--- src/hw/soc_consts.svh ---
`ifndef SOC_CONSTS_SVH
`define SOC_CONSTS_SVH

// Bus widths
`define SOC_XLEN        32
`define SOC_STRB_W      4

// Memory map
`define SOC_SRAM_BASE   32'h8000_0000
`define SOC_SRAM_WORDS  1024            // 4 KiB of SRAM

// Console transmit register
`define SOC_UART_ADDR   32'ha000_03f8

// Low word of mtime, high word sits at +4
`define SOC_MTIME_ADDR  32'ha000_0048

`endif

--- src/hw/soc_pkg.sv ---
`include "soc_consts.svh"

package soc_pkg;

    typedef logic [`SOC_XLEN-1:0]   word_t;
    typedef logic [`SOC_STRB_W-1:0] strb_t;

    typedef enum logic {
        BUS_READ  = 1'b0,
        BUS_WRITE = 1'b1
    } bus_op_e;

    // AXI style response codes
    typedef enum logic [1:0] {
        RESP_OKAY   = 2'b00,
        RESP_DECERR = 2'b11
    } bus_resp_e;

    typedef enum logic [1:0] {
        DEV_SRAM,
        DEV_UART,
        DEV_CLINT,
        DEV_NONE
    } dev_sel_e;

    typedef enum logic [1:0] {
        ARB_IDLE,
        ARB_ISSUE,
        ARB_WAIT,
        ARB_RESP
    } arb_state_e;

endpackage

--- src/hw/clint_timer.sv ---
`timescale 1ns/1ps

module clint_timer (
    input  logic             clk,
    input  logic             rst,
    input  logic             clint_valid,
    input  soc_pkg::bus_op_e bus_op,
    input  soc_pkg::word_t   bus_addr,
    output logic             clint_rsp_valid,
    output soc_pkg::word_t   clint_rdata
);

    logic [63:0] mtime;

    always_ff @(posedge clk or posedge rst) begin
        if (rst) begin
            mtime           <= '0;
            clint_rsp_valid <= 1'b0;
        end else begin
            mtime           <= mtime + 64'd1;
            clint_rsp_valid <= clint_valid;
        end
    end

    // Writes get an ack and zero data
    always_ff @(posedge clk) begin
        if (clint_valid) begin
            if (bus_op == soc_pkg::BUS_WRITE)
                clint_rdata <= '0;
            else if (bus_addr[2])
                clint_rdata <= mtime[63:32];
            else
                clint_rdata <= mtime[31:0];
        end
    end

endmodule

--- config.mk ---
export PLATFORM = sky130hd
export DESIGN_NAME = clint_timer
export DESIGN_NICKNAME = d
export VERILOG_FILES = /design/src/hw/soc_pkg.sv /design/src/hw/clint_timer.sv
export VERILOG_INCLUDE_DIRS = /design/src /design/src/hw
export SDC_FILE = /design/constraint.sdc
export NUM_CORES = 1
export LEC_CHECK = 0
export BUFFER_PORTS_ARGS = -buffer_cell sky130_fd_sc_hd__buf_2
export CAP_MARGIN = 15
export CORE_AREA = 3 3 139 101
export DETAILED_ROUTE_END_ITERATION = 7
export DIE_AREA = 0 0 142 104
export HOLD_SLACK_MARGIN = 0.02
export PLACE_DENSITY = 0.62
export SLEW_MARGIN = 20
export SYNTH_ARGS = -nofsm -noshare
export SYNTH_HDL_FRONTEND = slang
export SYNTH_SLANG_ARGS = --single-unit
--- constraint.sdc ---
create_clock -name clk -period 2.42 [get_ports clk]
set_clock_uncertainty 0.2 [all_clocks]
set_input_delay 0.121 -clock clk [delete_from_list [all_inputs] [get_ports clk]]
set_output_delay 0.121 -clock clk [all_outputs]
set_load 0.01 [all_outputs]
==> impl_metrics.env <==
export IMPL_status="completed"
export IMPL_antenna_left=0
export IMPL_synth_net_count=407
export IMPL_antenna_found_initial=0
export IMPL_viasPerCell=4.76
export IMPL_endpoint_kind="flop"
export IMPL_core_area_mm2=0.0129
export IMPL_synth_simple_area_share=0.198
export IMPL_synthXorXnorAreaFrac=0.123
export IMPL_reg2reg_slack_ns=0.25
export IMPL_whs_ns=0.105
export IMPL_drt_pass1_iterations=4
export IMPL_rsz0062_at_grt="no"
export IMPL_synth_cell_types=29
export IMPL_synth_compound_area_frac=0
export IMPL_grt_pass1_wl_um=15000
export IMPL_final_hold_viol_count=0
export IMPL_vdd_drop_max_v=0.000256
export IMPL_drive_gt1_frac=0.191
export IMPL_cp_max_fo=6
export IMPL_area_growth_syn_to_layout_pct=16.9
export IMPL_power_density_mw_per_mm2=613
export IMPL_cts_tree="done"
export IMPL_yosysMostFrequentCell="dfrtp_1"
export IMPL_routed_wl_um=8770
export IMPL_cts_root_buf="clkbuf_16"
export IMPL_synthMuxAreaShare=0.0724
export IMPL_start_util=0.343
export IMPL_yosysWarnings=0
export IMPL_synthAdderAreaFrac=0.00283
export IMPL_required_ns=2.44
export IMPL_die_h_um=104
export IMPL_synth_area_per_cell_um2=12.0
export IMPL_ys_ff_latch=97
export IMPL_cts_buffer_depth=2
export IMPL_drv_cap=0
export IMPL_synth_edff_count=32
export IMPL_fmax_mhz=461
export IMPL_wl_per_cell_um=14.8
export IMPL_n_antenna_cell=0
export IMPL_slew_violations=0
export IMPL_final_cells=591
export IMPL_port_buffers=37
export IMPL_synth_top_family_by_area="simple AND/OR/NAND/NOR gates"
export IMPL_ioPinCount=69
export IMPL_place_hpwl_um=6170
export IMPL_grt_max_degree=38
export IMPL_dieArea_mm2=0.0148
export IMPL_grt_pass1_vias=2816
export IMPL_place_congestion=0.774
export IMPL_cts_buffers=9
export IMPL_h_tree_depth=3
export IMPL_num_vias=2813
export IMPL_finalCriticalPeriod_ns=2.17
export IMPL_synth_largest_area_cell="dfrtp_1"
export IMPL_crit_type="reg2reg"
export IMPL_finalSetupViolCount=0
export IMPL_clock_sinks=97
export IMPL_worst_skew_pair_late_latency_ns=0.34
export IMPL_synth_cells=370
export IMPL_finalCritPeriodShare=0.897
export IMPL_ys_top_cells_by_area="dfrtp_1, edfxtp_1, mux2i_1"
export IMPL_grt_ovfl_total=0
export IMPL_ys_seq_area_frac=0.585
export IMPL_dp_cells=573
export IMPL_drt_initial_drc_count=88
export IMPL_track_usage=0.128
export IMPL_synth_ff_type="dfrtp_1"
export IMPL_maxSlewHeadroom=0.483
export IMPL_critPathArrivalTime_ns=2.19
export IMPL_drc=0
export IMPL_power_mw=3.17
export IMPL_rows=35
export IMPL_finalSetupTns_ns=0
export IMPL_synth_top_cell_area_share=0.368
export IMPL_final_nets=457
export IMPL_async_reset_ff_frac=0.670
export IMPL_yosys_top_cells_count="dfrtp_1, nor2_1, xor2_1, edfxtp_1, mux2i_1"
export IMPL_synth_area_mm2=0.00443
export IMPL_tightestPinTransition_ns=0.776
export IMPL_hp_class="in2reg"
export IMPL_start_kind="flop"
export IMPL_p_leak_nw=2.40
export IMPL_path_clk_slew_ns=0.06
export IMPL_die_w_um=142
[final timing paths]
path,to,start,cells past startpoint
worst min register to register,mtime[63],mtime[63],1
worst min-delay path,clint_rsp_valid,clint_valid,1
worst max register to register,mtime[32],mtime[0],7
worst max-delay path,mtime[32],mtime[0],7
max in group asynchronous,mtime[3],rst,4
min in group asynchronous,mtime[33],rst,3
[cell type report]
type / count / area, µm²
fillers: 1239 / 7740
flip-flops and latches: 97 / 2590
multi-input cells: 253 / 1770
repair buffers: 48 / 295
clock buffers: 13 / 260
well taps: 166 / 208
inverters: 11 / 41.3
clock inverters: 3 / 15.0
[sequential cells by signal, indices dropped and copies added, names as in the netlist]
signal           count
clint_rsp_valid      1
mtime               64
clint_rdata         32
[logic make-up (layout without fill, tap and decap cells)]
group	Yosys count	after routing
and+or+nand+nor	158	158
adders and majority gates	1	1
muxes	32	32
DFF	97	97
buffers and inverters	20	75
xor gates and xnor gates	62	62
[placed cells by master, fill, tap and decap left out, types with 2 or more instances in the layout]
| cell type | instances |
|---|---|
| xnor2_1 | 29 |
| mux2i_1 | 32 |
| and3_1 | 7 |
| edfxtp_1 | 32 |
| nor4_1 | 3 |
| clkbuf_1 | 2 |
| and4_1 | 2 |
| nand3_1 | 15 |
| inv_1 | 10 |
| buf_4 | 8 |
| nor4_4 | 3 |
| xor2_1 | 33 |
| nand4_4 | 2 |
| nand2_1 | 29 |
| clkbuf_8 | 2 |
| clkbuf_16 | 9 |
| clkinv_2 | 3 |
| nand3_2 | 3 |
| buf_2 | 37 |
| and2_1 | 2 |
| nor3_2 | 7 |
| buf_12 | 2 |
| nor3_1 | 12 |
| nand4_1 | 16 |
| nor2_1 | 52 |
| dfrtp_1 | 65 |
[timing repair]
action | in CTS | in global routing
gates resized for setup | 0 | 2
hold buffers | 1 | 0
setup endpoints to repair | 0 | 5
setup buffers | 0 | 1
endpoints found under the hold margin | 28 | 0
[stage by stage]
| step | util | setup WS, ns | instance area [µm²] |
|---|---|---|---|
| final | 0.401 | 0.249 | 5170 |
| after global routing | 0.401 | 0.0293 | 5170 |
| after CTS | 0.399 | 0.0677 | 5150 |
| after detailed placement | 0.377 | 0.0641 | 4870 |
| after global placement | 0.377 | 0.216 | 4870 |
| after floorplan | - | 0.473 | 4430 |
[layer usage]
layer | global-route usage | routed length, µm | up-vias
li1 | - | - | 1371
met4 | 0.0301 | 107 | 0
met2 | 0.179 | 3790 | 43
met3 | 0.0478 | 454 | 11
met5 | 0 | 0 | -
met1 | 0.187 | 4410 | 1388
[report_power, final]
group	switching, mW	internal (mW)
registers	0.00663	1.72
clock network	0.575	0.748
logic	0.0813	0.0390
total	0.663	2.51
[critical path, stage by stage (launching register included)]
cell     delay, ns
dfrtp_1       0.42
ha_1          0.24
nand4_1       0.12
buf_4         0.18
nor4_4        0.22
and3_1        0.37
nand3_1       0.16
xnor2_1       0.15
(Power assumes the default switching activity.)
