===== src/hw/soc_consts.svh =====
`ifndef SOC_CONSTS_SVH
`define SOC_CONSTS_SVH

// Bus widths
`define SOC_XLEN        32
`define SOC_STRB_W      4

// Memory map
`define SOC_SRAM_BASE   32'h8000_0000
`define SOC_SRAM_WORDS  1024            // 4 KiB of SRAM

// Console transmit register
`define SOC_UART_ADDR   32'ha000_03f8

// Low word of mtime, high word sits at +4
`define SOC_MTIME_ADDR  32'ha000_0048

`endif


===== src/hw/soc_pkg.sv =====
`include "soc_consts.svh"

package soc_pkg;

    typedef logic [`SOC_XLEN-1:0]   word_t;
    typedef logic [`SOC_STRB_W-1:0] strb_t;

    typedef enum logic {
        BUS_READ  = 1'b0,
        BUS_WRITE = 1'b1
    } bus_op_e;

    // AXI style response codes
    typedef enum logic [1:0] {
        RESP_OKAY   = 2'b00,
        RESP_DECERR = 2'b11
    } bus_resp_e;

    typedef enum logic [1:0] {
        DEV_SRAM,
        DEV_UART,
        DEV_CLINT,
        DEV_NONE
    } dev_sel_e;

    typedef enum logic [1:0] {
        ARB_IDLE,
        ARB_ISSUE,
        ARB_WAIT,
        ARB_RESP
    } arb_state_e;

endpackage


===== src/hw/bus_arbiter.sv =====
`timescale 1ns/1ps

module bus_arbiter (
    input  logic               clk,
    input  logic               rst,
    input  logic               fetch_req_valid,
    output logic               fetch_req_ready,
    input  soc_pkg::word_t     fetch_addr,
    output logic               fetch_rsp_valid,
    input  logic               fetch_rsp_ready,
    output soc_pkg::word_t     fetch_rdata,
    output soc_pkg::bus_resp_e fetch_resp,
    input  logic               lsu_req_valid,
    output logic               lsu_req_ready,
    input  soc_pkg::bus_op_e   lsu_op,
    input  soc_pkg::word_t     lsu_addr,
    input  soc_pkg::word_t     lsu_wdata,
    input  soc_pkg::strb_t     lsu_wstrb,
    output logic               lsu_rsp_valid,
    input  logic               lsu_rsp_ready,
    output soc_pkg::word_t     lsu_rdata,
    output soc_pkg::bus_resp_e lsu_resp,
    output logic               bus_valid,
    output soc_pkg::bus_op_e   bus_op,
    output soc_pkg::word_t     bus_addr,
    output soc_pkg::word_t     bus_wdata,
    output soc_pkg::strb_t     bus_wstrb,
    input  logic               bus_rsp_valid,
    input  soc_pkg::word_t     bus_rdata,
    input  soc_pkg::bus_resp_e bus_resp
);

    soc_pkg::arb_state_e state;
    logic                lsu_owner;     // Set while the load/store port owns the bus
    logic                lsu_grant;
    logic                fetch_grant;
    logic                rsp_done;
    soc_pkg::word_t      rsp_rdata;
    soc_pkg::bus_resp_e  rsp_resp;

    // Load/store wins a tie
    assign lsu_grant   = (state == soc_pkg::ARB_IDLE) && lsu_req_valid;
    assign fetch_grant = (state == soc_pkg::ARB_IDLE) && fetch_req_valid && !lsu_req_valid;

    assign lsu_req_ready   = lsu_grant;
    assign fetch_req_ready = fetch_grant;

    assign rsp_done = lsu_owner ? lsu_rsp_ready : fetch_rsp_ready;

    always_ff @(posedge clk or posedge rst) begin
        if (rst) begin
            state     <= soc_pkg::ARB_IDLE;
            lsu_owner <= 1'b0;
        end else begin
            case (state)
                soc_pkg::ARB_IDLE: begin
                    if (lsu_grant || fetch_grant) begin
                        state     <= soc_pkg::ARB_ISSUE;
                        lsu_owner <= lsu_grant;
                    end
                end
                soc_pkg::ARB_ISSUE: state <= soc_pkg::ARB_WAIT;
                soc_pkg::ARB_WAIT: begin
                    if (bus_rsp_valid) state <= soc_pkg::ARB_RESP;
                end
                soc_pkg::ARB_RESP: begin
                    if (rsp_done) state <= soc_pkg::ARB_IDLE;
                end
                default: state <= soc_pkg::ARB_IDLE;
            endcase
        end
    end

    // Request and response holding registers
    always_ff @(posedge clk) begin
        if (lsu_grant) begin
            bus_op    <= lsu_op;
            bus_addr  <= lsu_addr;
            bus_wdata <= lsu_wdata;
            bus_wstrb <= lsu_wstrb;
        end else if (fetch_grant) begin
            bus_op    <= soc_pkg::BUS_READ;   // Fetch is always a word read
            bus_addr  <= fetch_addr;
            bus_wdata <= '0;
            bus_wstrb <= '0;
        end
        if (state == soc_pkg::ARB_WAIT && bus_rsp_valid) begin
            rsp_rdata <= bus_rdata;
            rsp_resp  <= bus_resp;
        end
    end

    assign bus_valid = (state == soc_pkg::ARB_ISSUE);

    assign lsu_rsp_valid   = (state == soc_pkg::ARB_RESP) && lsu_owner;
    assign fetch_rsp_valid = (state == soc_pkg::ARB_RESP) && !lsu_owner;
    assign lsu_rdata       = rsp_rdata;
    assign lsu_resp        = rsp_resp;
    assign fetch_rdata     = rsp_rdata;
    assign fetch_resp      = rsp_resp;

endmodule


===== config.mk =====
export PLATFORM = sky130hd
export DESIGN_NAME = bus_arbiter
export DESIGN_NICKNAME = d
export VERILOG_FILES = /design/src/hw/soc_pkg.sv /design/src/hw/bus_arbiter.sv
export VERILOG_INCLUDE_DIRS = /design/src /design/src/hw
export SDC_FILE = /design/constraint.sdc
export NUM_CORES = 1
export LEC_CHECK = 0
export BUFFER_PORTS_ARGS = -buffer_cell sky130_fd_sc_hd__buf_2
export CAP_MARGIN = 20
export CORE_MARGIN = 3
export CORE_UTILIZATION = 30
export CTS_BUF_LIST = sky130_fd_sc_hd__clkbuf_8
export DETAILED_ROUTE_END_ITERATION = 10
export HOLD_SLACK_MARGIN = 0.05
export PLACE_DENSITY = 0.6
export SYNTH_ARGS = -nofsm -noshare
export SYNTH_HDL_FRONTEND = slang
export SYNTH_SLANG_ARGS = --single-unit
export TNS_END_PERCENT = 50

===== constraint.sdc =====
create_clock -name clk -period 3.2 [get_ports clk]
set_input_delay 0.16 -clock clk [delete_from_list [all_inputs] [get_ports clk]]
set_output_delay 0.16 -clock clk [all_outputs]
set_load 0.005 [all_outputs]

==> flow_summary.json <==
{
  "fin_crit_ns": 2.72,
  "grt_use_total_pct": 15.8,
  "synthesis.area_um2": 4270,
  "hp-start": "fetch_addr[30]",
  "ys_top_cells_by_area": "edfxtp_1 72%, mux2_1 8.7%, buf_4 6.5%",
  "layout_common_cells": "283 x buf_2, 103 x edfxtp_1, 88 x dlygate4sd3_1",
  "worst_setup_path_start_kind": "flip-flop",
  "yosysWarnings": 0,
  "cp_max_fo": 34,
  "dr.pass1.iters": 4,
  "slew_violations": 0,
  "p_per_area_nw_per_um2": 594,
  "whs_ns": 0.0893,
  "ctsHtreeMaxLevel": 3,
  "worstMarginPinSlew_ns": 0.787,
  "layout_commonest_cell": "buf_2",
  "totalPowerFinal_mw": 3.96,
  "cp.buffers_inverters": 3,
  "cts_setup_buffers": 0,
  "setup_ws_ns": 0.480,
  "critPathCaptureType": "flip-flop",
  "min_path_type": "primary input to flip-flop",
  "yosys.area.top_type": "edfxtp_1",
  "vias": 3316,
  "numPortBuffers": 283,
  "cts-buffers-inserted": 9,
  "max-vdd-ir-drop_mv": 0.333,
  "finalSetupViolCount": 0,
  "drtAntennaViolNets": 0,
  "path_clk_slew_ns": 0.10,
  "crit_chain": "inv_1, ha_1, and2_1, buf_4, mux2_1, dlygate4sd3_1",
  "min_to": "bus_addr[30]",
  "maxSlewHeadroom_pct": 47.6,
  "syn_area_per_cell_um2": 17.4,
  "place_ws_ns": 0.789,
  "drt_iter0_markers": 125,
  "status": "finished, final reports clean",
  "syn_to_final_growth_pct": 56.4,
  "grt_pass1_vias": 3679,
  "crit_slowest_cell": "dlygate4sd3_1",
  "rrSetupSlack_ns": 0.48,
  "synth_nets": 393,
  "yosys.cell_types.count": 21,
  "fp-row-count": 42,
  "finClkSkew_ns": 0.00878,
  "clk_latency_ns": 0.38,
  "drive_above_1_share_pct": 51.8,
  "grt_pass1_wl_um": 19100,
  "overflow": 0,
  "cts_tree": "yes",
  "cp.arrival_ns": 2.86,
  "hold_buffers": 88,
  "yosysSeqAreaShare_pct": 74.2,
  "drv_cap": 0,
  "hold_viol": 0,
  "grt_start_max_net_pins": 42,
  "wl_um": 12500,
  "die_height_um": 125,
  "fin_area_um2": 6680,
  "via_per_inst": 4.32,
  "period_share_pct": 85.0,
  "root_buffer": "clkbuf_8",
  "finalNetCount": 733,
  "post_drt_wl_per_cell_um": 16.3,
  "io_pins": 284,
  "fmaxAchievable_mhz": 368,
  "die_x_um": 125,
  "place_congestion": 0.814,
  "rsz0062_at_grt": "false",
  "hold_depth": 2,
  "cp_slowest_stage_delay_ns": 0.57,
  "place_area_um2": 5630,
  "synth_cells": 246,
  "initial_core_util_pct": 31.5,
  "p_leak_nw": 3.10,
  "cpLargestDelayFamily": "buffers and inverters",
  "cp.required_ns": 3.34,
  "dieArea_um2": 15700,
  "core-area_um2": 13600,
  "crit_type": "flip-flop to flip-flop",
  "reg2reg_depth": 6,
  "cts.sinks": 106,
  "antenna_found_initial": 1,
  "reg2reg_to": "bus_addr[23]",
  "synth-seq-cells": 106,
  "drc_errors": 0,
  "r2r_start": "state[0]",
  "yosysTopAreaCellShare_pct": 72.5,
  "cts.path.max_buffers": 2,
  "setup_tns_ns": 0,
  "dp_hpwl_um": 9090,
  "cts-resized-gates": 0
}
## per-stage QoR
stage	util (%)	cells
4_1_cts	49.2	767
6_report	49.3	768
5_1_grt	49.3	768
2_1_floorplan	-	246
3_5_place_dp	41.5	663
3_3_place_gp	41.5	663
## per-layer routing
metal  wire length [um]  up-vias  GRT usage (%)
met5                  0        -              0
met4                301        0           5.74
met3               1040       21           6.14
met2               6880      181           29.9
met1               4310     1554           15.5
li1                   -     1560              -
## kinds of logic after synthesis
family / Yosys count / share of synthesized area, %
compound gates: 4 / 0.821
fa+ha+maj: 5 / 1.47
buf+inv: 51 / 7.80
flops: 106 / 74.2
mux: 35 / 9.17
simple gates: 45 / 6.54
## worst max path at each step
stage             start            end  slack [ns]  cells after the start
3_3_place_gp   state[0]   bus_wdata[8]        0.89                      5
3_5_place_dp   state[0]  bus_wdata[10]        0.79                      5
4_1_cts        state[0]    bus_addr[5]        0.45                      6
5_1_grt        state[1]   bus_addr[23]        0.29                      6
6_report       state[0]   bus_addr[23]        0.48                      6
2_1_floorplan  state[0]    bus_addr[0]        0.23                      5
## synthesized netlist by cell type
master / instances
edfxtp_1: 103
and3_1: 37
buf_4: 37
mux2_1: 33
clkbuf_1: 8
ha_1: 5
inv_1: 4
dfrtp_1: 3
and2_1: 2
mux2i_1: 2
nand2_1: 2
a222oi_1: 1
a22o_1: 1
a22oi_1: 1
a2bb2oi_1: 1
and2_2: 1
and2b_2: 1
buf_2: 1
clkinvlp_2: 1
nand3b_1: 1
nor2_1: 1
## flip-flops by register name, summed over array words and instances, names as in the netlist
signal,flops
fetch_rdata,32
fetch_resp,2
state,2
bus_addr,32
lsu_owner,1
bus_wdata,32
bus_wstrb,4
bus_op,1
## where the power goes
| group | switching (mW) | internal (mW) |
|---|---|---|
| clock network | 0.453 | 0.283 |
| logic | 0.608 | 0.583 |
| registers | 0.108 | 1.93 |
## final cells by class
class / instances / area [um^2]
multi-input combinational: 89 / 772
sequential: 106 / 3170
clock inverter: 7 / 45.0
fill: 1204 / 6880
tap: 176 / 220
timing repair buffer: 375 / 2330
antenna: 1 / 2.50
clock buffer: 9 / 124
inverter: 5 / 20.0
(Power assumes the default switching activity.)
