<file path="src/hw/soc_consts.svh">
`ifndef SOC_CONSTS_SVH
`define SOC_CONSTS_SVH

// Bus widths
`define SOC_XLEN        32
`define SOC_STRB_W      4

// Memory map
`define SOC_SRAM_BASE   32'h8000_0000
`define SOC_SRAM_WORDS  1024            // 4 KiB of SRAM

// Console transmit register
`define SOC_UART_ADDR   32'ha000_03f8

// Low word of mtime, high word sits at +4
`define SOC_MTIME_ADDR  32'ha000_0048

`endif

</file>
<file path="src/hw/soc_pkg.sv">
`include "soc_consts.svh"

package soc_pkg;

    typedef logic [`SOC_XLEN-1:0]   word_t;
    typedef logic [`SOC_STRB_W-1:0] strb_t;

    typedef enum logic {
        BUS_READ  = 1'b0,
        BUS_WRITE = 1'b1
    } bus_op_e;

    // AXI style response codes
    typedef enum logic [1:0] {
        RESP_OKAY   = 2'b00,
        RESP_DECERR = 2'b11
    } bus_resp_e;

    typedef enum logic [1:0] {
        DEV_SRAM,
        DEV_UART,
        DEV_CLINT,
        DEV_NONE
    } dev_sel_e;

    typedef enum logic [1:0] {
        ARB_IDLE,
        ARB_ISSUE,
        ARB_WAIT,
        ARB_RESP
    } arb_state_e;

endpackage

</file>
<file path="src/hw/device_decoder.sv">
`timescale 1ns/1ps
`include "soc_consts.svh"

module device_decoder (
    input  logic               clk,
    input  logic               rst,
    input  logic               bus_valid,
    input  soc_pkg::word_t     bus_addr,
    output logic               sram_valid,
    output logic               uart_valid,
    output logic               clint_valid,
    input  logic               sram_rsp_valid,
    input  soc_pkg::word_t     sram_rdata,
    input  logic               uart_rsp_valid,
    input  soc_pkg::word_t     uart_rdata,
    input  logic               clint_rsp_valid,
    input  soc_pkg::word_t     clint_rdata,
    output logic               bus_rsp_valid,
    output soc_pkg::word_t     bus_rdata,
    output soc_pkg::bus_resp_e bus_resp
);

    localparam soc_pkg::word_t sram_base  = `SOC_SRAM_BASE;
    localparam soc_pkg::word_t sram_span  = `SOC_SRAM_WORDS * 4;
    localparam soc_pkg::word_t uart_addr  = `SOC_UART_ADDR;
    localparam soc_pkg::word_t mtime_addr = `SOC_MTIME_ADDR;

    soc_pkg::dev_sel_e sel;
    logic              dec_err_valid;   // Unmapped access answered here
    logic              rsp_any;
    soc_pkg::word_t    rsp_data;

    always_comb begin
        if (bus_addr - sram_base < sram_span)
            sel = soc_pkg::DEV_SRAM;
        else if (bus_addr[31:2] == uart_addr[31:2])
            sel = soc_pkg::DEV_UART;
        else if (bus_addr[31:3] == mtime_addr[31:3])   // Both mtime words
            sel = soc_pkg::DEV_CLINT;
        else
            sel = soc_pkg::DEV_NONE;
    end

    assign sram_valid  = bus_valid && (sel == soc_pkg::DEV_SRAM);
    assign uart_valid  = bus_valid && (sel == soc_pkg::DEV_UART);
    assign clint_valid = bus_valid && (sel == soc_pkg::DEV_CLINT);

    assign rsp_any  = sram_rsp_valid || uart_rsp_valid || clint_rsp_valid || dec_err_valid;
    assign rsp_data = sram_rsp_valid  ? sram_rdata  :
                      uart_rsp_valid  ? uart_rdata  :
                      clint_rsp_valid ? clint_rdata : '0;

    always_ff @(posedge clk or posedge rst) begin
        if (rst) begin
            dec_err_valid <= 1'b0;
            bus_rsp_valid <= 1'b0;
        end else begin
            dec_err_valid <= bus_valid && (sel == soc_pkg::DEV_NONE);
            bus_rsp_valid <= rsp_any;
        end
    end

    // Registered return path
    always_ff @(posedge clk) begin
        bus_rdata <= rsp_data;
        if (dec_err_valid)
            bus_resp <= soc_pkg::RESP_DECERR;
        else
            bus_resp <= soc_pkg::RESP_OKAY;
    end

endmodule

</file>
<file path="config.mk">
export PLATFORM = sky130hd
export DESIGN_NAME = device_decoder
export DESIGN_NICKNAME = d
export VERILOG_FILES = /design/src/hw/soc_pkg.sv /design/src/hw/device_decoder.sv
export VERILOG_INCLUDE_DIRS = /design/src /design/src/hw
export SDC_FILE = /design/constraint.sdc
export NUM_CORES = 1
export LEC_CHECK = 0
export BUFFER_PORTS_ARGS = -buffer_cell sky130_fd_sc_hd__buf_2
export CORE_MARGIN = 5
export CORE_UTILIZATION = 34
export CTS_BUF_LIST = sky130_fd_sc_hd__clkbuf_4
export DETAILED_ROUTE_END_ITERATION = 10
export PLACE_DENSITY = 0.92
export SETUP_SLACK_MARGIN = 0.02
export SYNTH_ARGS = -nofsm -noshare
export SYNTH_HDL_FRONTEND = slang
export SYNTH_SLANG_ARGS = --single-unit
</file>
<file path="constraint.sdc">
create_clock -name clk -period 1.7 [get_ports clk]
set_input_delay 0.255 -clock clk [delete_from_list [all_inputs] [get_ports clk]]
set_output_delay 0.255 -clock clk [all_outputs]
set_load 0.01 [all_outputs]
</file>
==> run metrics, run 1 <==
design area=2470 um2; WP data arrival=1.32 ns; vias per cell=4.91; syn_nets=between 300 and 400; Post-Synthesis Cell Area=1470 um2; cts bufs inserted=5; Post CTS Setup Buffer Count=0; met1 wire length=1.91 mm; sequential cell area fraction in the yosys report=48.4%; final wirelength=around 5.5 mm; hold_ws=0.119 ns; die area=5740 um2; I/O pin count=172; min-delay worst type=primary input to register; Final nets=~480; Worst Path Required=1.44 ns; R2R Path Start=dec_err_valid; post-route setup slack=0.123 ns; reg2reg path depth=1; Cell Area, Placed=2380 um2; worst slew pin tran=0.477 ns; Syn Area/Cell=8.39 um2; CTS max path bufs=2; Die X=approximately 76 um; die height=75.7 um; unrepaired setup endpoints after global routing=yes; Final Power=between 1500 and 2000 uW; first-pass GRT wire length=7.78 mm; DRC viols=0; CTS tree=done; LEAKAGE=between 0.001 and 0.0015 uW; Sink Count=35; Mapped Cells=about 180; diodes inserted=0; post-synthesis cell type count=23; PwrDens=710 nW/um2; Top Metal Used=met4; critical path class=primary input to primary output; Final Max Tran Viols=0; starting density of the core=34.4%; Area Overhead vs Synth=68.3%; status=completed; met3 WL=~600 um; crit path launch=bus_addr[10]; antenna violations before repair=0; Pre-antenna DRT Iters=4; RD Place Congestion=0.726; final hold vios=0; # fillers=385; vias in the first global route=1,859; antenna violation net count after detailed routing=0; clk root buf=clkbuf_4; hpwl dp=4.46 mm; skew final=between 0.0003 and 0.0004 ns; Yosys warnings=0; 1st-iter DRT viols=100; slew margin rel.=68.2%; Crit. End Element=primary output; count of max-cap constraint violations=0; final core utilization=between 50% and 60%; htree depth=2; Worst Setup EP=clint_valid; #FFs+latches synth=35; Min Clock Period, post-route=roughly 1.6 ns; port bufs=169; total grt overflow=0; Worst VDD drop=0.361 mV; clk_lat worst skew=0.32 ns; Max Clk Rate=634 MHz; element type at the critical path start=primary input; DR WL met2=2.90 mm; largest net degree at the start of global routing=39; Wirelength per Cell=13.8 um; Final Setup Violations=0; Rows=24; via count=1,944; Core Area=4260 um2; Max FO, Critical Path=2; reg-to-reg endpoint=bus_rsp_valid; share of layout cells above drive strength 1=between 50% and 60%; worst slack at placement=-0.0663 ns; GRT Overall Usage=17.7%; period utilization=slightly above 90%; clock transition at the registers of the reported paths=0.11 ns; R2R setup slack=around 0.79 ns
[cells by family (layout without fill, tap and decap cells)]
logic type             count (synthesis)  after routing  synth area share (%)
and+or+nand+nor                       56             56                  18.1
buffers and inverters                 17            186                  4.86
DFF                                   35             35                  48.4
AOI/OAI and AO/OA                     67             67                  28.6
[worst max-delay path, cell delays in order]
cell	delay (ns)
buf_2	0.10
nor4bb_2	0.31
nand2_1	0.10
nor4_2	0.27
and2_1	0.16
buf_2	0.12
[synthesized netlist by cell type]
cell	count	area [um2]
a31o_1	1	8.76
o31a_1	1	8.76
or4_1	3	22.5
nand2_1	35	131
nor4bb_1	1	10.0
inv_1	2	7.51
a22oi_1	31	233
dfxtp_1	33	661
nor2_1	3	11.3
clkbuf_1	11	41.3
o21ai_0	26	130
nor4_1	7	43.8
and2_1	2	12.5
nor3b_1	1	7.51
nand3_2	1	10.0
nand4_1	1	6.26
o21ai_1	7	35.0
nor2b_1	1	6.26
a21oi_1	1	5.00
nand3_1	1	5.00
buf_2	3	15.0
buf_4	1	7.51
dfrtp_1	2	50.1
[state kept, by name (all words and copies together) (netlist names)]
| name | cells |
|---|---|
| bus_resp | 1 |
| bus_rdata | 32 |
| dec_err_valid | 1 |
| bus_rsp_valid | 1 |
[through the flow]
stage	cells	setup TNS (ns)
after floorplan	175	0
after global placement	387	-0.0522
after detailed placement	387	-0.125
after CTS	396	0
after global routing	396	0
final	396	0
[area by class of cell]
| type | count | area (um2) | area share [%] |
|---|---|---|---|
| tap | 52 | 65.1 | 2.63 |
| clock buffer | 6 | 45.0 | 1.82 |
| clock inverter | 2 | 7.51 | 0.304 |
| sequential | 35 | 711 | 28.7 |
| inverter | 2 | 7.51 | 0.304 |
| multi-input combinational | 123 | 723 | 29.3 |
| timing repair buffer | 176 | 913 | 36.9 |
[what timing repair did]
| item | CTS | global route |
|---|---|---|
| gates resized for setup | 3 | 2 |
| pin swaps | 0 | 2 |
| endpoints found under the hold margin | 2 | 0 |
| hold buffers | 1 | 0 |
| setup endpoints to repair | 2 | 3 |
[metal layers]
layer,GRT usage (%),vias up
met5,0,-
met3,5.54,8
met2,34.0,97
met1,18.3,868
met4,4.85,0
li1,-,971
[report_power, final]
part / internal (uW) / total [uW] / switching, uW / leakage [uW]
logic: 219 / 420 / 201 / 0.000942
registers: 889 / 905 / 15.5 / 0.000298
clock network: 169 / 430 / 261 / 0.0000307
[worst min path at each step]
stage | start | to | slack [ns] | cells after the start
floorplan | rst | bus_rsp_valid | -0.004 | 1
global placement | rst | bus_rsp_valid | 0.11 | 2
detailed placement | rst | dec_err_valid | 0.11 | 2
CTS | sram_rdata[19] | bus_rdata[19] | 0.10 | 3
global route | sram_rdata[0] | bus_rdata[0] | 0.11 | 3
finish | sram_rdata[19] | bus_rdata[19] | 0.12 | 3
[placed cells by master, fill, tap and decap left out]
cell           Yosys  final
buf_4              1      5
and2_1             2      2
nor2_1             3      3
nor3b_1            1      1
a22oi_1           31     31
clkinv_1           0      2
clkbuf_4           0      6
nor4_4             0      1
nand4_1            1      1
dlygate4sd3_1      0      1
nand2_1           35     35
buf_2              3    169
nor2b_2            0      1
inv_1              2      2
o31a_1             1      1
o21ai_1            7      7
or4_1              3      3
nor4_2             0      2
dfxtp_1           33     33
nand3_1            1      1
o21ai_0           26     26
a31o_1             1      1
a21oi_1            1      1
nor4bb_2           0      1
buf_12             0      1
dfrtp_1            2      2
nor4_1             7      4
nand3_2            1      1
(Power assumes the default switching activity.)
==> run 2, diff against run 1 <==
--- a/config.mk
+++ b/config.mk
@@ -7,11 +7,12 @@
 export NUM_CORES = 1
 export LEC_CHECK = 0
 export BUFFER_PORTS_ARGS = -buffer_cell sky130_fd_sc_hd__buf_2
-export CORE_MARGIN = 5
+export CORE_MARGIN = 1.5
 export CORE_UTILIZATION = 34
 export CTS_BUF_LIST = sky130_fd_sc_hd__clkbuf_4
 export DETAILED_ROUTE_END_ITERATION = 10
 export PLACE_DENSITY = 0.92
+export REMOVE_ABC_BUFFERS = 1
 export SETUP_SLACK_MARGIN = 0.02
 export SYNTH_ARGS = -nofsm -noshare
 export SYNTH_HDL_FRONTEND = slang
==> constraint.sdc (replaced) <==
create_clock -name clk -period 1.55 [get_ports clk]
set_input_delay 0.2325 -clock clk [delete_from_list [all_inputs] [get_ports clk]]
set_output_delay 0.2325 -clock clk [all_outputs]
set_load 0.01 [all_outputs]
==> run metrics, run 2 (synthesis results as in run 1) <==
status=finished with violations (was completed); Final Power=1910 uW (was 1760 uW); period utilization=104%; htree depth=2 (unchanged); leading cell type in the layout, fill and taps excluded=buf_2 (unchanged); design area=2520 um2 (was 2470 um2); Cell Area, Placed=2370 um2 (was 2380 um2); slew margin rel.=79.7% (was 68.2%); I/O pin count=172 (unchanged); final wirelength=5.00 mm (was 5.47 mm); hold_ws=0.110 ns (was 0.119 ns); CTS tree=done (unchanged); antenna violation net count after detailed routing=0 (unchanged); Area Overhead vs Synth=71.9% (was 68.3%); worst slack at placement=-0.233 ns (was -0.0663 ns); hpwl dp=3.86 mm (was 4.46 mm); WP data arrival=1.37 ns (was 1.32 ns); share of layout cells above drive strength 1=55.4% (was 54.4%); vias in the first global route=1,617 (was 1,859); final hold vios=0 (unchanged); skew final=0.0000112 ns (was 0.000309 ns); critical path class=primary input to primary output (unchanged); vias per cell=4.95 (was 4.91); starting density of the core=35.9% (was 34.4%); GRT Overall Usage=19.4% (was 17.7%); R2R setup slack=0.66 ns (was 0.79 ns); 1st-iter DRT viols=63 (was 100); min-delay worst type=primary input to register (unchanged); Rows=23 (was 24); port bufs=169 (unchanged); first-pass GRT wire length=6.70 mm (was 7.78 mm); total grt overflow=0 (unchanged); count of max-cap constraint violations=0 (unchanged); Finished Layout Cells=393 (was 396); PwrDens=758 nW/um2 (was 710 nW/um2); Die X=68.7 um (was 75.7 um); Pre-antenna DRT Iters=4 (unchanged); most frequent cells in the layout=buf_2, nand2_1, dfxtp_1 (unchanged); Worst VDD drop=0.299 mV (was 0.361 mV); CTS max path bufs=2 (unchanged); clock transition at the registers of the reported paths=0.09 ns (was 0.11 ns); RD Place Congestion=0.830 (was 0.726); via count=1,947 (was 1,944); crit path launch=bus_addr[11] (was bus_addr[10]); R2R Path Start=dec_err_valid (unchanged); Final Max Tran Viols=0 (unchanged); die height=68.7 um (was 75.7 um); largest net degree at the start of global routing=53 (was 39); Crit. End Element=primary output (unchanged); Core Area=4090 um2 (was 4260 um2); Final nets=476 (was 477); failing checks=setup timing; element type at the critical path start=primary input (unchanged); Cell Count Post-Placement=384 (was 387); Worst Path Required=1.32 ns (was 1.44 ns); worst hold path startpoint=sram_rdata[19] (unchanged); Max Clk Rate=623 MHz; Largest Register=bus_rdata (unchanged); Wirelength per Cell=12.7 um (was 13.8 um); die area=4720 um2 (was 5740 um2); Worst Hold Path Cells=3 (unchanged); DRC viols=0 (unchanged); Final Setup Violations=2 (was 0); diodes inserted=0 (unchanged); Sink Count=35 (unchanged); LEAKAGE=0.00129 uW (was 0.00127 uW); antenna violations before repair=0 (unchanged); Max FO, Critical Path=2 (unchanged); Min Clock Period, post-route=1.61 ns; hold endpoint=bus_rdata[19] (unchanged); unrepaired setup endpoints after global routing=yes (unchanged); Largest register FFs=32 (unchanged); clk_lat worst skew=0.31 ns (was 0.32 ns); worst slew pin tran=0.305 ns (was 0.477 ns); post-route setup slack=-0.0555 ns (was 0.123 ns); reg2reg path depth=1 (unchanged); clk root buf=clkbuf_4 (unchanged); cts bufs inserted=5 (unchanged); reg-to-reg endpoint=bus_rsp_valid (unchanged); Post CTS Setup Buffer Count=0 (unchanged)
-- run 2: changes by cell type in the layout (fill, tap and decap cells not counted), moves of 2 or more --
cell    previous run  this run
nor4_1             4         1
buf_2            169       167
nor4_4             1         3
buf_6              0         2
-- run 2: area by class of cell --
cell class                      count  area, um2
Clock buffer                        6       45.0
Clock inverter                      2       7.51
Fill cell                         362       1560
Inverter                            2       7.51
Multi-Input combinational cell    123        773
Sequential cell                    35        711
Tap cell                           50       62.6
Timing Repair Buffer              175        918
-- run 2: where the power goes --
part           total, uW  internal, uW  leakage (uW)  switching, uW
Sequential           991           975      0.000298           16.1
Combinational        469           245      0.000960            224
Clock                454           186     0.0000307            268
Total               1910          1410       0.00129            509
-- run 2: worst max-delay path by stage --
stage	to	slack [ns]	depth (start not counted)
after floorplan	bus_rdata[28]	-0.11	3
after global placement	uart_valid	-0.15	6
after detailed placement	uart_valid	-0.23	6
after CTS	uart_valid	-0.03	6
after global routing	clint_valid	-0.11	6
final	clint_valid	-0.06	6
-- run 2: what timing repair did --
item                       in CTS  in global routing
gates resized for setup        14                  0
hold endpoints to repair        2                  0
hold buffers                    1                  0
pin swaps                       5                  1
setup endpoints to repair       3                  3
-- run 2: metrics by stage --
step | util, % | setup TNS, ns
floorplan | - | -3.34
global placement | 57.9 | -0.327
detailed placement | 57.9 | -0.568
CTS | 61.8 | -0.0345
global route | 61.8 | -0.262
finish | 61.8 | -0.110
-- run 2: per-layer routing --
| metal | vias to the layer above | GRT usage (%) | part of all wire (%) |
|---|---|---|---|
| met5 | - | 0 | 0 |
| met1 | 864 | 18.8 | 35 |
| met3 | 2 | 5.03 | 9.9 |
| met2 | 108 | 39.4 | 54 |
| li1 | 973 | - | - |
| met4 | 0 | 5.39 | 0.46 |
-- run 2: critical path, stage by stage --
cell and delay (ns):
buf_6 0.10, nor4bb_4 0.29, nand2_1 0.13, nor4_4 0.31, and2_1 0.18, buf_2 0.13
==> run 3, diff against run 2 <==
--- a/config.mk
+++ b/config.mk
@@ -7,11 +7,13 @@
 export NUM_CORES = 1
 export LEC_CHECK = 0
 export BUFFER_PORTS_ARGS = -buffer_cell sky130_fd_sc_hd__buf_2
+export CELL_PAD_IN_SITES_DETAIL_PLACEMENT = 1
+export CELL_PAD_IN_SITES_GLOBAL_PLACEMENT = 1
 export CORE_MARGIN = 1.5
-export CORE_UTILIZATION = 34
+export CORE_UTILIZATION = 21
 export CTS_BUF_LIST = sky130_fd_sc_hd__clkbuf_4
 export DETAILED_ROUTE_END_ITERATION = 10
-export PLACE_DENSITY = 0.92
+export PLACE_DENSITY = 0.91
 export REMOVE_ABC_BUFFERS = 1
 export SETUP_SLACK_MARGIN = 0.02
 export SYNTH_ARGS = -nofsm -noshare
==> run metrics, run 3 (synthesis results as in run 1) <==
Rows=30 (was 23); post-route setup slack=0.0419 ns (was -0.0555 ns); Largest Register=bus_rdata (unchanged); Area Overhead vs Synth=77.1% (was 71.9%); Max Clk Rate=663 MHz (was 623 MHz); Cell Area, Placed=2440 um2 (was 2370 um2); LEAKAGE=0.00130 uW (was 0.00129 uW); element type at the critical path start=primary input (unchanged); antenna violations before repair=0 (unchanged); clock transition at the registers of the reported paths=0.10 ns (was 0.09 ns); 1st-iter DRT viols=34 (was 63); Crit. End Element=primary output (unchanged); most frequent cells in the layout=buf_2, nand2_1, dfxtp_1 (unchanged); RD Place Congestion=0.708 (was 0.830); Pre-antenna DRT Iters=4 (unchanged); Max stage delay on crit path=0.28 ns (was 0.31 ns); htree depth=2 (unchanged); port bufs=169 (unchanged); clk root buf=clkbuf_4 (unchanged); antenna violation net count after detailed routing=0 (unchanged); GRT Overall Usage=15.4% (was 19.4%); sw frac=28.1% (was 26.6%); min-delay worst type=primary input to register (unchanged); met3 global-route usage=5.52% (was 5.03%); starting density of the core=21.6% (was 35.9%); design area=2600 um2 (was 2520 um2); final core utilization=38.3% (was 61.8%); worst slew pin tran=0.247 ns (was 0.305 ns); Min Clock Period, post-route=1.51 ns (was 1.61 ns); busiest grt layer=met2 (unchanged); Final Max Tran Viols=0 (unchanged); via count=1,992 (was 1,947); CTS max path bufs=2 (unchanged); final wirelength=6.10 mm (was 5.00 mm); clock power share=23.3% (was 23.7%); die area=7510 um2 (was 4720 um2); Pint=1390 uW (was 1410 uW); largest net degree at the start of global routing=48 (was 53); hpwl dp=4.92 mm (was 3.86 mm); vias in the first global route=2,000 (was 1,617); Fin Setup TNS=0 ns (was -0.110 ns); WP data arrival=1.28 ns (was 1.37 ns); slew margin rel.=83.4% (was 79.7%); die height=86.6 um (was 68.7 um); critical path class=primary input to primary output (unchanged); Sink Count=35 (unchanged); Worst Path Required=1.32 ns (about the same); final hold vios=0 (unchanged); Worst VDD drop=0.210 mV (was 0.299 mV); total grt overflow=0 (unchanged); status=completed (was finished with violations); period utilization=97.3% (was 104%); combinational share of power=25.4% (was 24.5%); Die X=86.6 um (was 68.7 um); unrepaired setup endpoints after global routing=yes (unchanged); count of max-cap constraint violations=0 (unchanged); diodes inserted=0 (unchanged); Slowest-stage cell, CP=nor4_2 (was nor4_4); Final nets=478 (was 476); Core Area=6790 um2 (was 4090 um2); share of layout cells above drive strength 1=55.8% (was 55.4%); DRC viols=0 (unchanged); Largest register FFs=32 (unchanged); first-pass GRT wire length=8.98 mm (was 6.70 mm); cts bufs inserted=5 (unchanged); skew final=0.000202 ns (was 0.0000112 ns); Buffers & Inverters on Critical Path=2 (unchanged); Psw=543 uW (was 509 uW); clk_lat worst skew=0.32 ns (was 0.31 ns); CP cell instances=buf_6 > nor4_4 > nand3_2 > nor4_2 > and2_1 > buf_2 (was buf_6 > nor4bb_4 > nand2_1 > nor4_4 > and2_1 > buf_2); worst slack at placement=-0.161 ns (was -0.233 ns); met2 Use GR=30.0% (was 39.4%); CTS tree=done (unchanged); vias per cell=4.53 (was 4.95); Final Setup Violations=0 (was 2); I/O pin count=172 (unchanged); Crit path max-delay family=simple AND/OR/NAND/NOR gates (unchanged); register share of total power=51.3% (was 51.8%); Wirelength per Cell=13.9 um (was 12.7 um); leading cell type in the layout, fill and taps excluded=buf_2 (unchanged); met1 usage=15.3% (was 18.8%); PwrDens=743 nW/um2 (was 758 nW/um2); Max FO, Critical Path=2 (unchanged)
-- run 3: per-layer routing --
metal  part of all wire, %  vias to the layer above
li1                      -                      976
met1                    37                      900
met2                    52                      114
met3                    10                        2
met4                  0.26                        0
met5                     0                        -
-- run 3: power by group through the flow --
stage	Clock, uW	Sequential, uW	Combinational (uW)
global route	517	999	541
floorplan	0	1060	101
global placement	0	1010	455
detailed placement	0	1010	473
finish	449	992	491
CTS	483	993	487
-- run 3: path summary, 6_finish.rpt --
path                           startpoint       endpoint  slack, ns  cells after the start
setup / recovery             bus_addr[26]     uart_valid       0.04                      6
hold / removal             sram_rdata[17]  bus_rdata[17]       0.10                      3
setup reg to reg            dec_err_valid  bus_rsp_valid       0.66                      1
hold reg to reg             dec_err_valid    bus_resp[0]       0.38                      0
max in group asynchronous             rst  bus_rsp_valid       1.15                      3
min in group asynchronous             rst  dec_err_valid       0.30                      3
-- run 3: timing repair --
action / 4_1_cts / 5_1_grt
resized for setup: 6 / 9
pin swaps: 5 / 7
setup buffers: 1 / 0
endpoints found under the hold margin: 2 / 0
setup endpoints to repair: 3 / 3
hold buffers: 1 / 0
-- run 3: layout make-up --
class                   count  area (um2)
inverters                   2        7.51
fillers                   867        4190
repair buffers            177         952
clock buffers               5        37.5
clock inverters             2        8.76
well taps                  96         120
multi-input cells         123         764
flip-flops and latches     35         711
-- run 3: per-stage QoR --
stage,hold slack (ns),std cells,power [uW]
floorplan,-0.0263,160,1160
global placement,0.0894,431,1460
detailed placement,0.0944,431,1490
CTS,0.0837,440,1960
global route,0.0892,440,2060
finish,0.105,440,1930
-- run 3: tightest hold or removal path, stage by stage --
cell     delay (ns)
buf_2          0.08
nand2_1        0.04
o21ai_0        0.05
